==> src/logic/stepper_cfg.svh <==
`ifndef STEPPER_CFG_SVH
`define STEPPER_CFG_SVH

// Command header codes, top byte of a header word
`define CMD_MOVE        8'h01
`define CMD_ENABLE      8'h0a
`define CMD_CLK_DIVISOR 8'h0b
`define CMD_API_VERSION 8'hfe

// API version reported to the host
`define VERSION_MAJOR 8'd0
`define VERSION_MINOR 8'd1
`define VERSION_PATCH 8'd0

// Move buffer depth, power of two
`define MOVE_QUEUE_DEPTH 4

// Accumulator drop per step
`define STEP_THRESHOLD 64'h7fffffffffffff9b

// Divisor out of reset
`define DEFAULT_CLK_DIVISOR 8'd40

`endif

==> src/logic/stepper_pkg.sv <==
package stepper_pkg;

  // One SPI transfer
  typedef logic [63:0] word_t;

  // Command code in the top byte of a header word
  typedef logic [7:0] header_t;

  // Encoder position and signed rate values
  typedef logic signed [63:0] count_t;

  // DDA clock divisor
  typedef logic [7:0] divisor_t;

  // One coordinated move as buffered in the queue
  typedef struct packed {
    logic               dir;
    // Move length in DDA ticks
    logic [63:0]        duration;
    // Step rate on the first tick
    logic signed [63:0] increment;
    // Rate change on each later tick
    logic signed [63:0] increment_increment;
  } move_t;

  // Host-writable settings
  typedef struct packed {
    logic     enable;
    divisor_t clk_divisor;
  } settings_t;

endpackage

==> src/logic/spi_word_rx.sv <==
`timescale 1ns/1ps

module spi_word_rx (
  input  logic               CLK,
  input  logic               rst,
  input  logic               sck,
  input  logic               cs,
  input  logic               copi,
  output logic               cipo,
  input  stepper_pkg::word_t send_word,
  output stepper_pkg::word_t rx_word,
  output logic               word_valid
);

  // Pin synchronizers, bit 1 is the safe copy
  logic [1:0] sck_sync;
  logic [1:0] cs_sync;
  logic [1:0] copi_sync;
  // Last synchronized levels for edge detect
  logic sck_prev;
  logic cs_prev;
  logic sck_rise;
  logic sck_fall;
  logic cs_rise;
  logic cs_fall;
  logic selected;
  // Shift registers and frame length
  stepper_pkg::word_t rx_shift;
  stepper_pkg::word_t tx_shift;
  logic [6:0] bit_count;

  // Synchronizers settle while reset is held
  always_ff @(posedge CLK) begin
    sck_sync  <= {sck_sync[0], sck};
    cs_sync   <= {cs_sync[0], cs};
    copi_sync <= {copi_sync[0], copi};
    sck_prev  <= sck_sync[1];
    cs_prev   <= cs_sync[1];
  end

  assign sck_rise = sck_sync[1] && !sck_prev;
  assign sck_fall = !sck_sync[1] && sck_prev;
  assign cs_rise  = cs_sync[1] && !cs_prev;
  assign cs_fall  = !cs_sync[1] && cs_prev;
  assign selected = !cs_sync[1];

  // MSB first out
  assign cipo = tx_shift[63];

  // Frame length and word strobe
  always_ff @(posedge CLK) begin
    if (rst) begin
      bit_count  <= '0;
      word_valid <= 1'b0;
    end else begin
      // Only a full 64-bit frame counts
      word_valid <= cs_rise && (bit_count == 7'd64);
      if (cs_fall) begin
        bit_count <= '0;
      end else if (sck_rise && selected && (bit_count != 7'h7f)) begin
        // Saturate so long frames never alias to 64
        bit_count <= bit_count + 7'd1;
      end
    end
  end

  // Shift data, mode 0
  always_ff @(posedge CLK) begin
    if (cs_fall) begin
      tx_shift <= send_word;
    end else if (sck_fall && selected) begin
      tx_shift <= {tx_shift[62:0], 1'b0};
    end
    if (sck_rise && selected) begin
      rx_shift <= {rx_shift[62:0], copi_sync[1]};
    end
    // Capture on CS release, aligned with word_valid
    if (cs_rise) begin
      rx_word <= rx_shift;
    end
  end

  // Strobe is one cycle per frame
  assert property (@(posedge CLK) disable iff (rst) word_valid |=> !word_valid);

endmodule

==> src/logic/command_decoder.sv <==
`timescale 1ns/1ps
`include "stepper_cfg.svh"

module command_decoder (
  input  logic                   CLK,
  input  logic                   rst,
  input  logic                   word_valid,
  input  stepper_pkg::word_t     rx_word,
  input  stepper_pkg::count_t    encoder_count,
  output stepper_pkg::word_t     send_word,
  output logic                   push,
  output stepper_pkg::move_t     move,
  output stepper_pkg::settings_t settings
);

  // Waiting for a header, move words or a dummy word
  typedef enum logic [1:0] {
    ST_HEADER,
    ST_MOVE,
    ST_DUMMY
  } state_t;

  state_t state;
  // Follow-up word number within a move
  logic [1:0] word_idx;
  // Version reply owed for the next frame
  logic version_pending;
  logic version_next;
  stepper_pkg::header_t rx_header;
  stepper_pkg::word_t version_word;

  assign rx_header    = rx_word[63:56];
  assign version_word = {40'd0, `VERSION_MAJOR, `VERSION_MINOR, `VERSION_PATCH};

  // Reply choice, decided by each received word
  always_comb begin
    version_next = version_pending;
    if (word_valid) begin
      version_next = (state == ST_HEADER) && (rx_header == `CMD_API_VERSION);
    end
  end

  // Message FSM and settings
  always_ff @(posedge CLK) begin
    if (rst) begin
      state                <= ST_HEADER;
      word_idx             <= '0;
      push                 <= 1'b0;
      version_pending      <= 1'b0;
      settings.enable      <= 1'b0;
      settings.clk_divisor <= `DEFAULT_CLK_DIVISOR;
    end else begin
      push            <= 1'b0;
      version_pending <= version_next;
      if (word_valid) begin
        case (state)
          ST_HEADER: begin
            case (rx_header)
              `CMD_MOVE: begin
                state    <= ST_MOVE;
                word_idx <= 2'd1;
              end
              `CMD_ENABLE: settings.enable <= rx_word[0];
              `CMD_CLK_DIVISOR: begin
                // Zero would stall the DDA, treat as 1
                settings.clk_divisor <= (rx_word[7:0] == 8'd0) ? 8'd1 : rx_word[7:0];
              end
              `CMD_API_VERSION: state <= ST_DUMMY;
              // Unknown headers fall through
              default: state <= ST_HEADER;
            endcase
          end
          ST_MOVE: begin
            word_idx <= word_idx + 2'd1;
            // Third word completes the record
            if (word_idx == 2'd3) begin
              push  <= 1'b1;
              state <= ST_HEADER;
            end
          end
          // Dummy word carries the version reply
          default: state <= ST_HEADER;
        endcase
      end
    end
  end

  // Move record and reply word
  always_ff @(posedge CLK) begin
    // Live encoder count unless a version reply is owed
    send_word <= version_next ? version_word : encoder_count;
    if (word_valid) begin
      if (state == ST_HEADER) begin
        if (rx_header == `CMD_MOVE) begin
          move.dir <= rx_word[0];
        end
      end else if (state == ST_MOVE) begin
        case (word_idx)
          2'd1:    move.duration <= rx_word;
          2'd2:    move.increment <= rx_word;
          default: move.increment_increment <= rx_word;
        endcase
      end
    end
  end

endmodule

==> src/logic/move_queue.sv <==
`timescale 1ns/1ps
`include "stepper_cfg.svh"

module move_queue #(
  parameter int DEPTH = `MOVE_QUEUE_DEPTH
) (
  input  logic               CLK,
  input  logic               rst,
  input  logic               push,
  input  stepper_pkg::move_t move,
  input  logic               pop,
  output logic               available,
  output stepper_pkg::move_t head
);

  localparam int PTR_W = (DEPTH > 1) ? $clog2(DEPTH) : 1;

  // Record storage, pointers wrap on power-of-two depth
  stepper_pkg::move_t mem [DEPTH];
  logic [PTR_W-1:0] wr_ptr;
  logic [PTR_W-1:0] rd_ptr;
  logic [PTR_W:0] occupancy;
  logic full;

  assign full      = (occupancy == (PTR_W + 1)'(DEPTH));
  assign available = (occupancy != '0);
  // Oldest record, readable the cycle after its push
  assign head      = mem[rd_ptr];

  always_ff @(posedge CLK) begin
    if (push) begin
      mem[wr_ptr] <= move;
    end
  end

  // Pointers and fill level
  always_ff @(posedge CLK) begin
    if (rst) begin
      wr_ptr    <= '0;
      rd_ptr    <= '0;
      occupancy <= '0;
    end else begin
      if (push) begin
        wr_ptr <= wr_ptr + 1'b1;
      end
      if (pop) begin
        rd_ptr <= rd_ptr + 1'b1;
      end
      case ({push, pop})
        2'b10:   occupancy <= occupancy + 1'b1;
        2'b01:   occupancy <= occupancy - 1'b1;
        default: occupancy <= occupancy;
      endcase
    end
  end

  // Host paces moves, decoder never overfills
  assert property (@(posedge CLK) disable iff (rst) push |-> !full);
  // DDA only pops a waiting move
  assert property (@(posedge CLK) disable iff (rst) pop |-> available);

endmodule

==> src/logic/dda_stepper.sv <==
`timescale 1ns/1ps
`include "stepper_cfg.svh"

module dda_stepper (
  input  logic                   CLK,
  input  logic                   rst,
  input  logic                   available,
  input  stepper_pkg::move_t     head,
  input  stepper_pkg::settings_t settings,
  output logic                   pop,
  output logic                   step,
  output logic                   dir
);

  // Move in progress
  stepper_pkg::move_t cur;
  logic busy;
  logic first_tick;
  // CLK cycles within the current tick
  stepper_pkg::divisor_t div_count;
  logic [63:0] ticks_left;
  stepper_pkg::count_t rate;
  stepper_pkg::count_t accum;
  stepper_pkg::count_t rate_next;
  stepper_pkg::count_t accum_sum;
  logic tick;

  // Take the next move as soon as idle
  assign pop  = !busy && available;
  // Divisor is never zero, >= keeps a lowered divisor from wrapping
  assign tick = busy && (div_count >= settings.clk_divisor - 8'd1);

  // Rate ramp and accumulator for this tick
  always_comb begin
    rate_next = first_tick ? cur.increment : rate + cur.increment_increment;
    accum_sum = accum + rate_next;
  end

  // Sequencing, step and dir
  always_ff @(posedge CLK) begin
    if (rst) begin
      busy       <= 1'b0;
      first_tick <= 1'b0;
      div_count  <= '0;
      ticks_left <= '0;
      step       <= 1'b0;
      dir        <= 1'b0;
    end else begin
      step <= 1'b0;
      if (pop) begin
        // Zero-length move finishes at once
        busy       <= (head.duration != 64'd0);
        first_tick <= 1'b1;
        div_count  <= '0;
        ticks_left <= head.duration;
        dir        <= head.dir;
      end else if (tick) begin
        div_count  <= '0;
        first_tick <= 1'b0;
        ticks_left <= ticks_left - 64'd1;
        busy       <= (ticks_left != 64'd1);
        // Ticks keep running while disabled, pulses do not
        step       <= settings.enable && (accum_sum > 64'sd0);
      end else if (busy) begin
        div_count <= div_count + 8'd1;
      end
    end
  end

  // Move record and DDA state
  always_ff @(posedge CLK) begin
    if (pop) begin
      cur   <= head;
      accum <= '0;
    end else if (tick) begin
      rate <= rate_next;
      if (accum_sum > 64'sd0) begin
        accum <= accum_sum - $signed(`STEP_THRESHOLD);
      end else begin
        accum <= accum_sum;
      end
    end
  end

  // Single-cycle pulse unless ticks are back to back
  assert property (@(posedge CLK) disable iff (rst)
    (step && (settings.clk_divisor != 8'd1)) |=> !step);

endmodule

==> src/logic/quad_encoder.sv <==
`timescale 1ns/1ps

module quad_encoder (
  input  logic                CLK,
  input  logic                rst,
  input  logic                enc_a,
  input  logic                enc_b,
  output stepper_pkg::count_t count,
  output logic                fault
);

  // Input synchronizers and last sampled state
  logic [1:0] a_sync;
  logic [1:0] b_sync;
  logic a_prev;
  logic b_prev;
  logic a_edge;
  logic b_edge;
  logic count_up;

  // Settle during reset, so no spurious edge on release
  always_ff @(posedge CLK) begin
    a_sync <= {a_sync[0], enc_a};
    b_sync <= {b_sync[0], enc_b};
    a_prev <= a_sync[1];
    b_prev <= b_sync[1];
  end

  assign a_edge   = a_sync[1] ^ a_prev;
  assign b_edge   = b_sync[1] ^ b_prev;
  // A leading B, e.g. 00 -> 10 -> 11 -> 01, counts up
  assign count_up = a_sync[1] ^ b_prev;

  always_ff @(posedge CLK) begin
    if (rst) begin
      count <= '0;
      fault <= 1'b0;
    end else if (a_edge && b_edge) begin
      // Skipped Gray state, direction unknown, sticky
      fault <= 1'b1;
    end else if (a_edge || b_edge) begin
      count <= count_up ? count + 64'sd1 : count - 64'sd1;
    end
  end

endmodule

==> src/logic/stepper_top.sv <==
`timescale 1ns/1ps

module stepper_top (
  input  logic CLK,
  input  logic rst,
  input  logic sck,
  input  logic cs,
  input  logic copi,
  output logic cipo,
  input  logic enc_a,
  input  logic enc_b,
  output logic step,
  output logic dir,
  output logic enable,
  output logic encoder_fault
);

  // SPI word path
  stepper_pkg::word_t rx_word;
  stepper_pkg::word_t send_word;
  logic word_valid;
  // Decoder to queue and DDA
  stepper_pkg::move_t move;
  stepper_pkg::move_t head;
  stepper_pkg::settings_t settings;
  logic push;
  logic pop;
  logic available;
  // Position for the reply word
  stepper_pkg::count_t encoder_count;

  // External driver enable
  assign enable = settings.enable;

  spi_word_rx spi_word_rx_inst (
    .CLK(CLK), .rst(rst), .sck(sck), .cs(cs), .copi(copi), .cipo(cipo),
    .send_word(send_word), .rx_word(rx_word), .word_valid(word_valid)
  );

  command_decoder command_decoder_inst (
    .CLK(CLK), .rst(rst), .word_valid(word_valid), .rx_word(rx_word),
    .encoder_count(encoder_count), .send_word(send_word), .push(push),
    .move(move), .settings(settings)
  );

  move_queue move_queue_inst (
    .CLK(CLK), .rst(rst), .push(push), .move(move), .pop(pop),
    .available(available), .head(head)
  );

  dda_stepper dda_stepper_inst (
    .CLK(CLK), .rst(rst), .available(available), .head(head),
    .settings(settings), .pop(pop), .step(step), .dir(dir)
  );

  quad_encoder quad_encoder_inst (
    .CLK(CLK), .rst(rst), .enc_a(enc_a), .enc_b(enc_b),
    .count(encoder_count), .fault(encoder_fault)
  );

endmodule

==> config.mk <==
export PLATFORM = sky130hd
export DESIGN_NAME = stepper_top
export DESIGN_NICKNAME = d
export VERILOG_FILES = /design/src/logic/stepper_pkg.sv /design/src/logic/spi_word_rx.sv /design/src/logic/command_decoder.sv /design/src/logic/move_queue.sv /design/src/logic/dda_stepper.sv /design/src/logic/quad_encoder.sv /design/src/logic/stepper_top.sv
export VERILOG_INCLUDE_DIRS = /design/src /design/src/logic
export SDC_FILE = /design/constraint.sdc
export NUM_CORES = 2
export LEC_CHECK = 0
export BUFFER_PORTS_ARGS = -buffer_cell sky130_fd_sc_hd__buf_2
export CAP_MARGIN = 20
export CORE_ASPECT_RATIO = 0.8
export CORE_MARGIN = 3
export CORE_UTILIZATION = 45
export CTS_BUF_LIST = sky130_fd_sc_hd__clkbuf_8 sky130_fd_sc_hd__clkbuf_16
export DETAILED_ROUTE_END_ITERATION = 6
export PLACE_DENSITY = 0.61
export REMOVE_ABC_BUFFERS = 1
export SLEW_MARGIN = 20
export SYNTH_ARGS = -nofsm -noshare
export SYNTH_HDL_FRONTEND = slang
export SYNTH_SLANG_ARGS = --single-unit
export TNS_END_PERCENT = 10
==> constraint.sdc <==
create_clock -name CLK -period 10.83 [get_ports CLK]
set_clock_uncertainty 0.15 [all_clocks]
set_input_delay 1.083 -clock CLK [delete_from_list [all_inputs] [get_ports CLK]]
set_output_delay 1.083 -clock CLK [all_outputs]
set_load 0.01 [all_outputs]
# Yosys cells after proc, flatten, opt, wreduce, memory -nomap -nowiden
# Memories as Yosys holds them, arrays and structs flattened. A register that Yosys moved wholly into a read port is not among the register bits.
# Cells that the tools add are included.
[word_totals]
register_bits = 890
ram_bits = 772
input_bits = 7
out_inout_bits = 5
word_cells = 150
memories = 1
[mem_list]
columns = ["memory", "words", "word_bits", "rd", "rd_ports_with_merged_regs", "wr", "line", "rtl"]
rows = [
  ["move_queue_inst.mem", 4, 193, 1, 1, 1, "move_queue.sv:19", "stepper_pkg::move_t mem [DEPTH];"],
]
[classes]
n_addsub = 14
order_cmp = 2
eq_ne = 16
mux = 24
bitwise_logic = 10
reduce_logical = 43
[op_table]
columns = ["cell", "n"]
rows = [
  ["2-to-1 mux 64 bit", 7],
  ["adder 64 bit", 2],
  ["adder 64 x 2 -> 64 bit (second input constant)", 1],
  ["> comparator 64 x 1 -> 1 bit (second input constant)", 1],
  ["!= test 64 x 1 -> 1 bit (second input constant)", 1],
  ["nonzero test 64 bit", 1],
  ["subtractor 64 x 1 -> 64 bit (second input constant)", 1],
  ["subtractor 64 x 2 -> 64 bit (second input constant)", 1],
  ["subtractor 64 bit (second input constant)", 1],
  ["== test 8 x 4 -> 1 bit (second input constant)", 2],
  ["AND reduction 3 bit", 5],
  ["logical AND 1 bit", 13],
  ["AND reduction 4 bit", 3],
  ["OR reduction 3 bit", 3],
  ["adder 8 x 1 -> 8 bit (second input constant)", 1],
  ["== test 8 x 1 -> 1 bit (second input constant)", 1],
  ["== test 8 bit (second input constant)", 1],
  [">= comparator 8 bit", 1],
  ["zero test 8 bit", 1],
  ["2-to-1 mux 1 bit", 8],
  ["2-to-1 mux 2 bit", 4],
  ["2-to-1 mux 8 bit", 1],
  ["case mux 2 bit (2 select lines)", 2],
  ["nonzero test 2 bit", 4],
  ["other kinds (21)", 43],
]

# Longest topological paths before layout
[depth]
depth_word = 5
mapped_depth = 34
ltp_nobuf = 32

# Modules after synthesis
# From an unflattened synthesis, not the netlist that was laid out.
[unflattened]
cells_unflattened = 5434
hier_area_um2 = 73953.4
[modules_own_cells]
columns = ["mod", "instances", "cells_each", "area_per_inst_um2"]
rows = [
  ["move_queue", 1, 1054, 28514.8],
  ["dda_stepper", 1, 2715, 23415.0],
  ["command_decoder", 1, 408, 8404.3],
  ["spi_word_rx", 1, 321, 7096.8],
  ["quad_encoder", 1, 936, 6522.5],
]

# Least setup slack after synthesis
# No wires, ideal clock.
[synth_timing]
path_type = "register to register"
startpoint = "register dda_stepper_inst.rate[0]"
endpoint = "register dda_stepper_inst.accum[9]"
t_arrival_ns = 6.971
required_ns = 10.318
path_slack_ns = 3.347
stages_incl_launch_ff = 35
period_less_slack_ns = 7.483
cell_sequence = "edfxtp_1 ha_1 inv_1 fa_1 nor2b_1 o31ai_1 o211a_1 o41ai_1 o211ai_1 a221oi_1 a311oi_1 o21ai_0 a311o_1 a21oi_1 o21bai_1 a21oi_1 xor2_1 o21ai_0 ha_1 clkbuf_1 a21oi_1 o21ai_0 a221o_1 a21oi_1 nand4_1 a41oi_1 o21ai_0 a21oi_1 xnor2_1 xor2_1 or2b_2 buf_6 nor3_1 xnor2_1 a211oi_1"
[synth_between]
elab_chain_cells = 5
[synth_rtl]
columns = ["item", "line", "rtl"]
rows = [
  ["start, declared", "dda_stepper.sv:22", "stepper_pkg::count_t rate;"],
  ["start signal, assigned", "dda_stepper.sv:76", "rate <= rate_next;"],
  ["adder 64 bit", "dda_stepper.sv:35", "rate_next = first_tick ? cur.increment : rate + cur.increment_increment;"],
  ["2-to-1 mux 64 bit", "dda_stepper.sv:35", ""],
  ["named net dda_stepper_inst.rate_next[44]", "dda_stepper.sv:24", "stepper_pkg::count_t rate_next;"],
  ["adder 64 bit", "dda_stepper.sv:36", "accum_sum = accum + rate_next;"],
  ["> comparator 64 x 1 -> 1 bit", "dda_stepper.sv:77", "if (accum_sum > 64'sd0) begin"],
  ["2-to-1 mux 64 bit", "dda_stepper.sv:77", ""],
  ["end signal, assigned", "dda_stepper.sv:78", "accum <= accum_sum - $signed(`STEP_THRESHOLD);"],
  ["end signal, assigned", "dda_stepper.sv:80", "accum <= accum_sum;"],
  ["end, declared", "dda_stepper.sv:23", "stepper_pkg::count_t accum;"],
]
# The timed path passes the listed nets, and every way through them passes these cells.
# A chain may end at the register's enable or synchronous reset.

# Worst setup path after layout
[layout_timing]
startpoint = "register dda_stepper_inst.rate[0]"
endpoint = "register dda_stepper_inst.accum[5]"
# Same word-level chain as after synthesis.

==> flow_summary_export.csv <==
group,metric,value,unit
power_and_ir_drop,power_switching,6.56,mW
layout,final_layout_size_suffix_gt1_share,12.1,%
sta,worstMarginPinSlew,1.08,ns
logic_synthesis,yosysTopAreaCell,"edfxtp_1",
logic_synthesis,ys_warn_count,0,
worst_hold_path,min_from,"spi_word_rx_inst.copi_sync[0]",
logic_synthesis,ys_types,99,
floorplan,die_y,362,µm
power_and_ir_drop,power_frac_seq,40.5,%
power_and_ir_drop,p_int,12.8,mW
routing,drc,0,
placement,gp_congestion,0.905,
floorplan,core_area,157000,µm²
power_and_ir_drop,peakVddDrop,0.000150,V
sta,finalSetupViolations,0,
clocking,ctsHoldBuffers,0,
routing,dr.pass1.iters,6,
routing,wl,165000,µm
critical_path,cp_slowest_cell,"nor4b_1",
power_and_ir_drop,switching_share,33.9,%
routing,drt-initial-drc-count,4213,
floorplan,rows,130,
power_and_ir_drop,leakage,26.9,nW
critical_path,crit_path_start_kind,"register",
layout,n_fill_cell,13400,
logic_synthesis,ys_top_cells_by_area,"edfxtp_1, dfxtp_1, mux4_2",
critical_path,critPathArrivalTime,10.21,ns
floorplan,die_x,452,µm
floorplan,start_util,45.4,%
critical_path,cpPeakStageDelay,0.89,ns
sta,finalCritPeriodShare,89.4,%
layout,largest_reg_flops,772,
sta,setup_tns,0,ns
logic_synthesis,synth_edf_count,1349,
sta,period_minus_slack,9.68,ns
global_route,grt_max_degree,116,
floorplan,ioPinCount,12,
clocking,cts_sinks,1664,
critical_path,crit_start,"dda_stepper_inst.rate[0]",
routing,vias,42000,
critical_path,r2r_start,"dda_stepper_inst.rate[0]",
clocking,cts_inserted_buffers,160,
clocking,cts-root-buf,"clkbuf_16",
placement,port_buffers,11,
logic_synthesis,syn_area,71500,µm²
critical_path,crit_top_cell,"o21ai_0",
logic_synthesis,async_flop_share,0,%
outcome,outcome,"completed",
critical_path,cp_num_buf_inv,1,
layout,nets,5235,
layout,utilization,50.2,%
global_route,antenna_found_initial,11,
clocking,clock_path_buffers,3,
clocking,clock_latency,0.80,ns
sta,max_slew_margin,27.4,%
power_and_ir_drop,power.share.clock,28.7,%
routing,wl_per_cell,22.7,µm
critical_path,crit_path_end_kind,"register",
sta,rsz0062_at_grt,"false",
layout,area_growth,10.6,%
clocking,path_clk_slew,0.06,ns
sta,report.final.slew_viol_count,0,
logic_synthesis,ys.flop_type,"edfxtp_1",
critical_path,crit_family,"compound AO/OA/AOI/OAI gates",
power_and_ir_drop,p_comb_share,30.7,%
global_route,grt.overflow.total,0,
run,maxCapViolations,0,
critical_path,worstSetupPathType,"register to register",
logic_synthesis,ys_seq_area_share,65.5,%
layout,regMostFlops,"move_queue_inst.mem",
routing,drtAntennaViolNets,0,
global_route,grt_pass1_vias,40500,
routing,via_per_inst,5.79,
critical_path,required,11.36,ns
global_route,grt_pass1_wl,250000,µm
floorplan,die_area,164000,µm²
sta,timing.fmax,0.103,GHz
clocking,post_cts_buffers,0,
sta,hold_viol_final,0,
logic_synthesis,synth_top_cell_area_share,56.7,%
worst_hold_path,hp-class,"register to register",
clocking,cts_tree,"built",
logic_synthesis,netlist_instances,5014,
logic_synthesis,ys_seq_elements,1664,
power_and_ir_drop,power_density,245,nW/µm²
global_route,grt_usage,19.9,%
logic_synthesis,syn_area_per_cell,14.3,µm²
layout,largest_registers,"move_queue_inst.mem x772, command_decoder_inst.move x193, dda_stepper_inst.cur x128",
clocking,cts-htree-levels,4,
critical_path,cp_max_fo,23,
placement,hpwl,108000,µm
clocking,cts_resized,0,
==> path summary, 6_finish.rpt <==
path,to,slack [ns],cells after the start
worst min-delay path,spi_word_rx_inst.copi_sync[1],0.18,0
worst max-delay path,dda_stepper_inst.accum[5],1.15,29
worst max register to register,dda_stepper_inst.accum[5],1.15,29
worst min register to register,spi_word_rx_inst.copi_sync[1],0.18,0
==> cells in the final DEF, fill, tap and decap left out, drive strengths merged, types with 45 or more instances in the layout <==
master / Yosys / routed
and2: 92 / 92
mux4: 193 / 193
mux2i: 59 / 59
xnor2: 148 / 148
clkbuf: 167 / 170
mux2: 71 / 71
xor2: 112 / 112
a211oi: 58 / 58
nand3: 89 / 89
o21ai: 236 / 236
nand2: 299 / 299
nor2: 301 / 301
ha: 213 / 213
a31oi: 46 / 46
dfxtp: 315 / 315
nand4: 82 / 82
a21oi: 285 / 285
clkinv: 1 / 59
nor4: 58 / 58
a21o: 120 / 120
buf: 51 / 53
nor3: 87 / 87
inv: 76 / 124
edfxtp: 1349 / 1349
o211ai: 45 / 45
==> logic make-up (layout without fill, tap and decap cells) <==
logic type | Yosys count | count (layout) | synth area share (%)
flops | 1664 | 1664 | 65.5
simple gates | 1237 | 1237 | 8.72
compound gates | 1018 | 1018 | 9.13
mux | 323 | 323 | 8.03
buf+inv | 295 | 428 | 1.61
xor+xnor | 260 | 260 | 3.19
fa+ha+maj | 217 | 217 | 3.84
other cells | 0 | 2 | 0
==> layout make-up <==
cell class              instances  area [µm²]  area share (%)
repair buffers                 53         389           0.492
flip-flops and latches       1664       46800            59.2
inverters                      77         302           0.381
multi-input cells            3055       23600            29.9
clock inverters               128        1140            1.45
well taps                    2112        2640            3.34
clock buffers                 170        4150            5.25
diodes                          2        5.00         0.00633
==> power groups by stage <==
stage                     logic (mW)  clock network, mW  registers, mW
after global routing            6.53               5.99           7.92
after CTS                       5.91               5.71           7.87
after detailed placement        5.87                  0           8.00
after global placement          5.86                  0           7.99
after floorplan                 4.41                  0           8.03
final                           5.95               5.57           7.86
==> metrics by stage <==
stage	hold slack [ns]	std cells	total power [mW]	instance area, µm²	worst slack, ns
after global placement	0.163	6961	13.9	73800	1.48
after global routing	0.167	7260	20.4	79100	0.465
after floorplan	0.160	4796	12.4	70600	1.11
after CTS	0.160	7259	19.5	79100	1.19
after detailed placement	0.164	6961	13.9	73800	1.23
final	0.177	7261	19.4	79100	1.15
==> cell usage after synthesis (81+ instances only) <==
master and instances:
o21ai_0 234, mux4_2 193, xnor2_1 148, and2_1 92, a21o_1 120, xor2_1 112
clkbuf_1 167, a21oi_1 285, dfxtp_1 315, edfxtp_1 1349, nand4_1 81, ha_1 213
nor3_1 86, nand3_1 89, nand2_1 299, nor2_1 301
==> layer usage <==
layer / share of wire, % / GRT usage (%)
met5: 0 / 0
met4: 2.0 / 4.77
met3: 7.7 / 4.50
met2: 41 / 27.5
met1: 49 / 31.6
No activity file was read; power rests on OpenSTA's default activity.
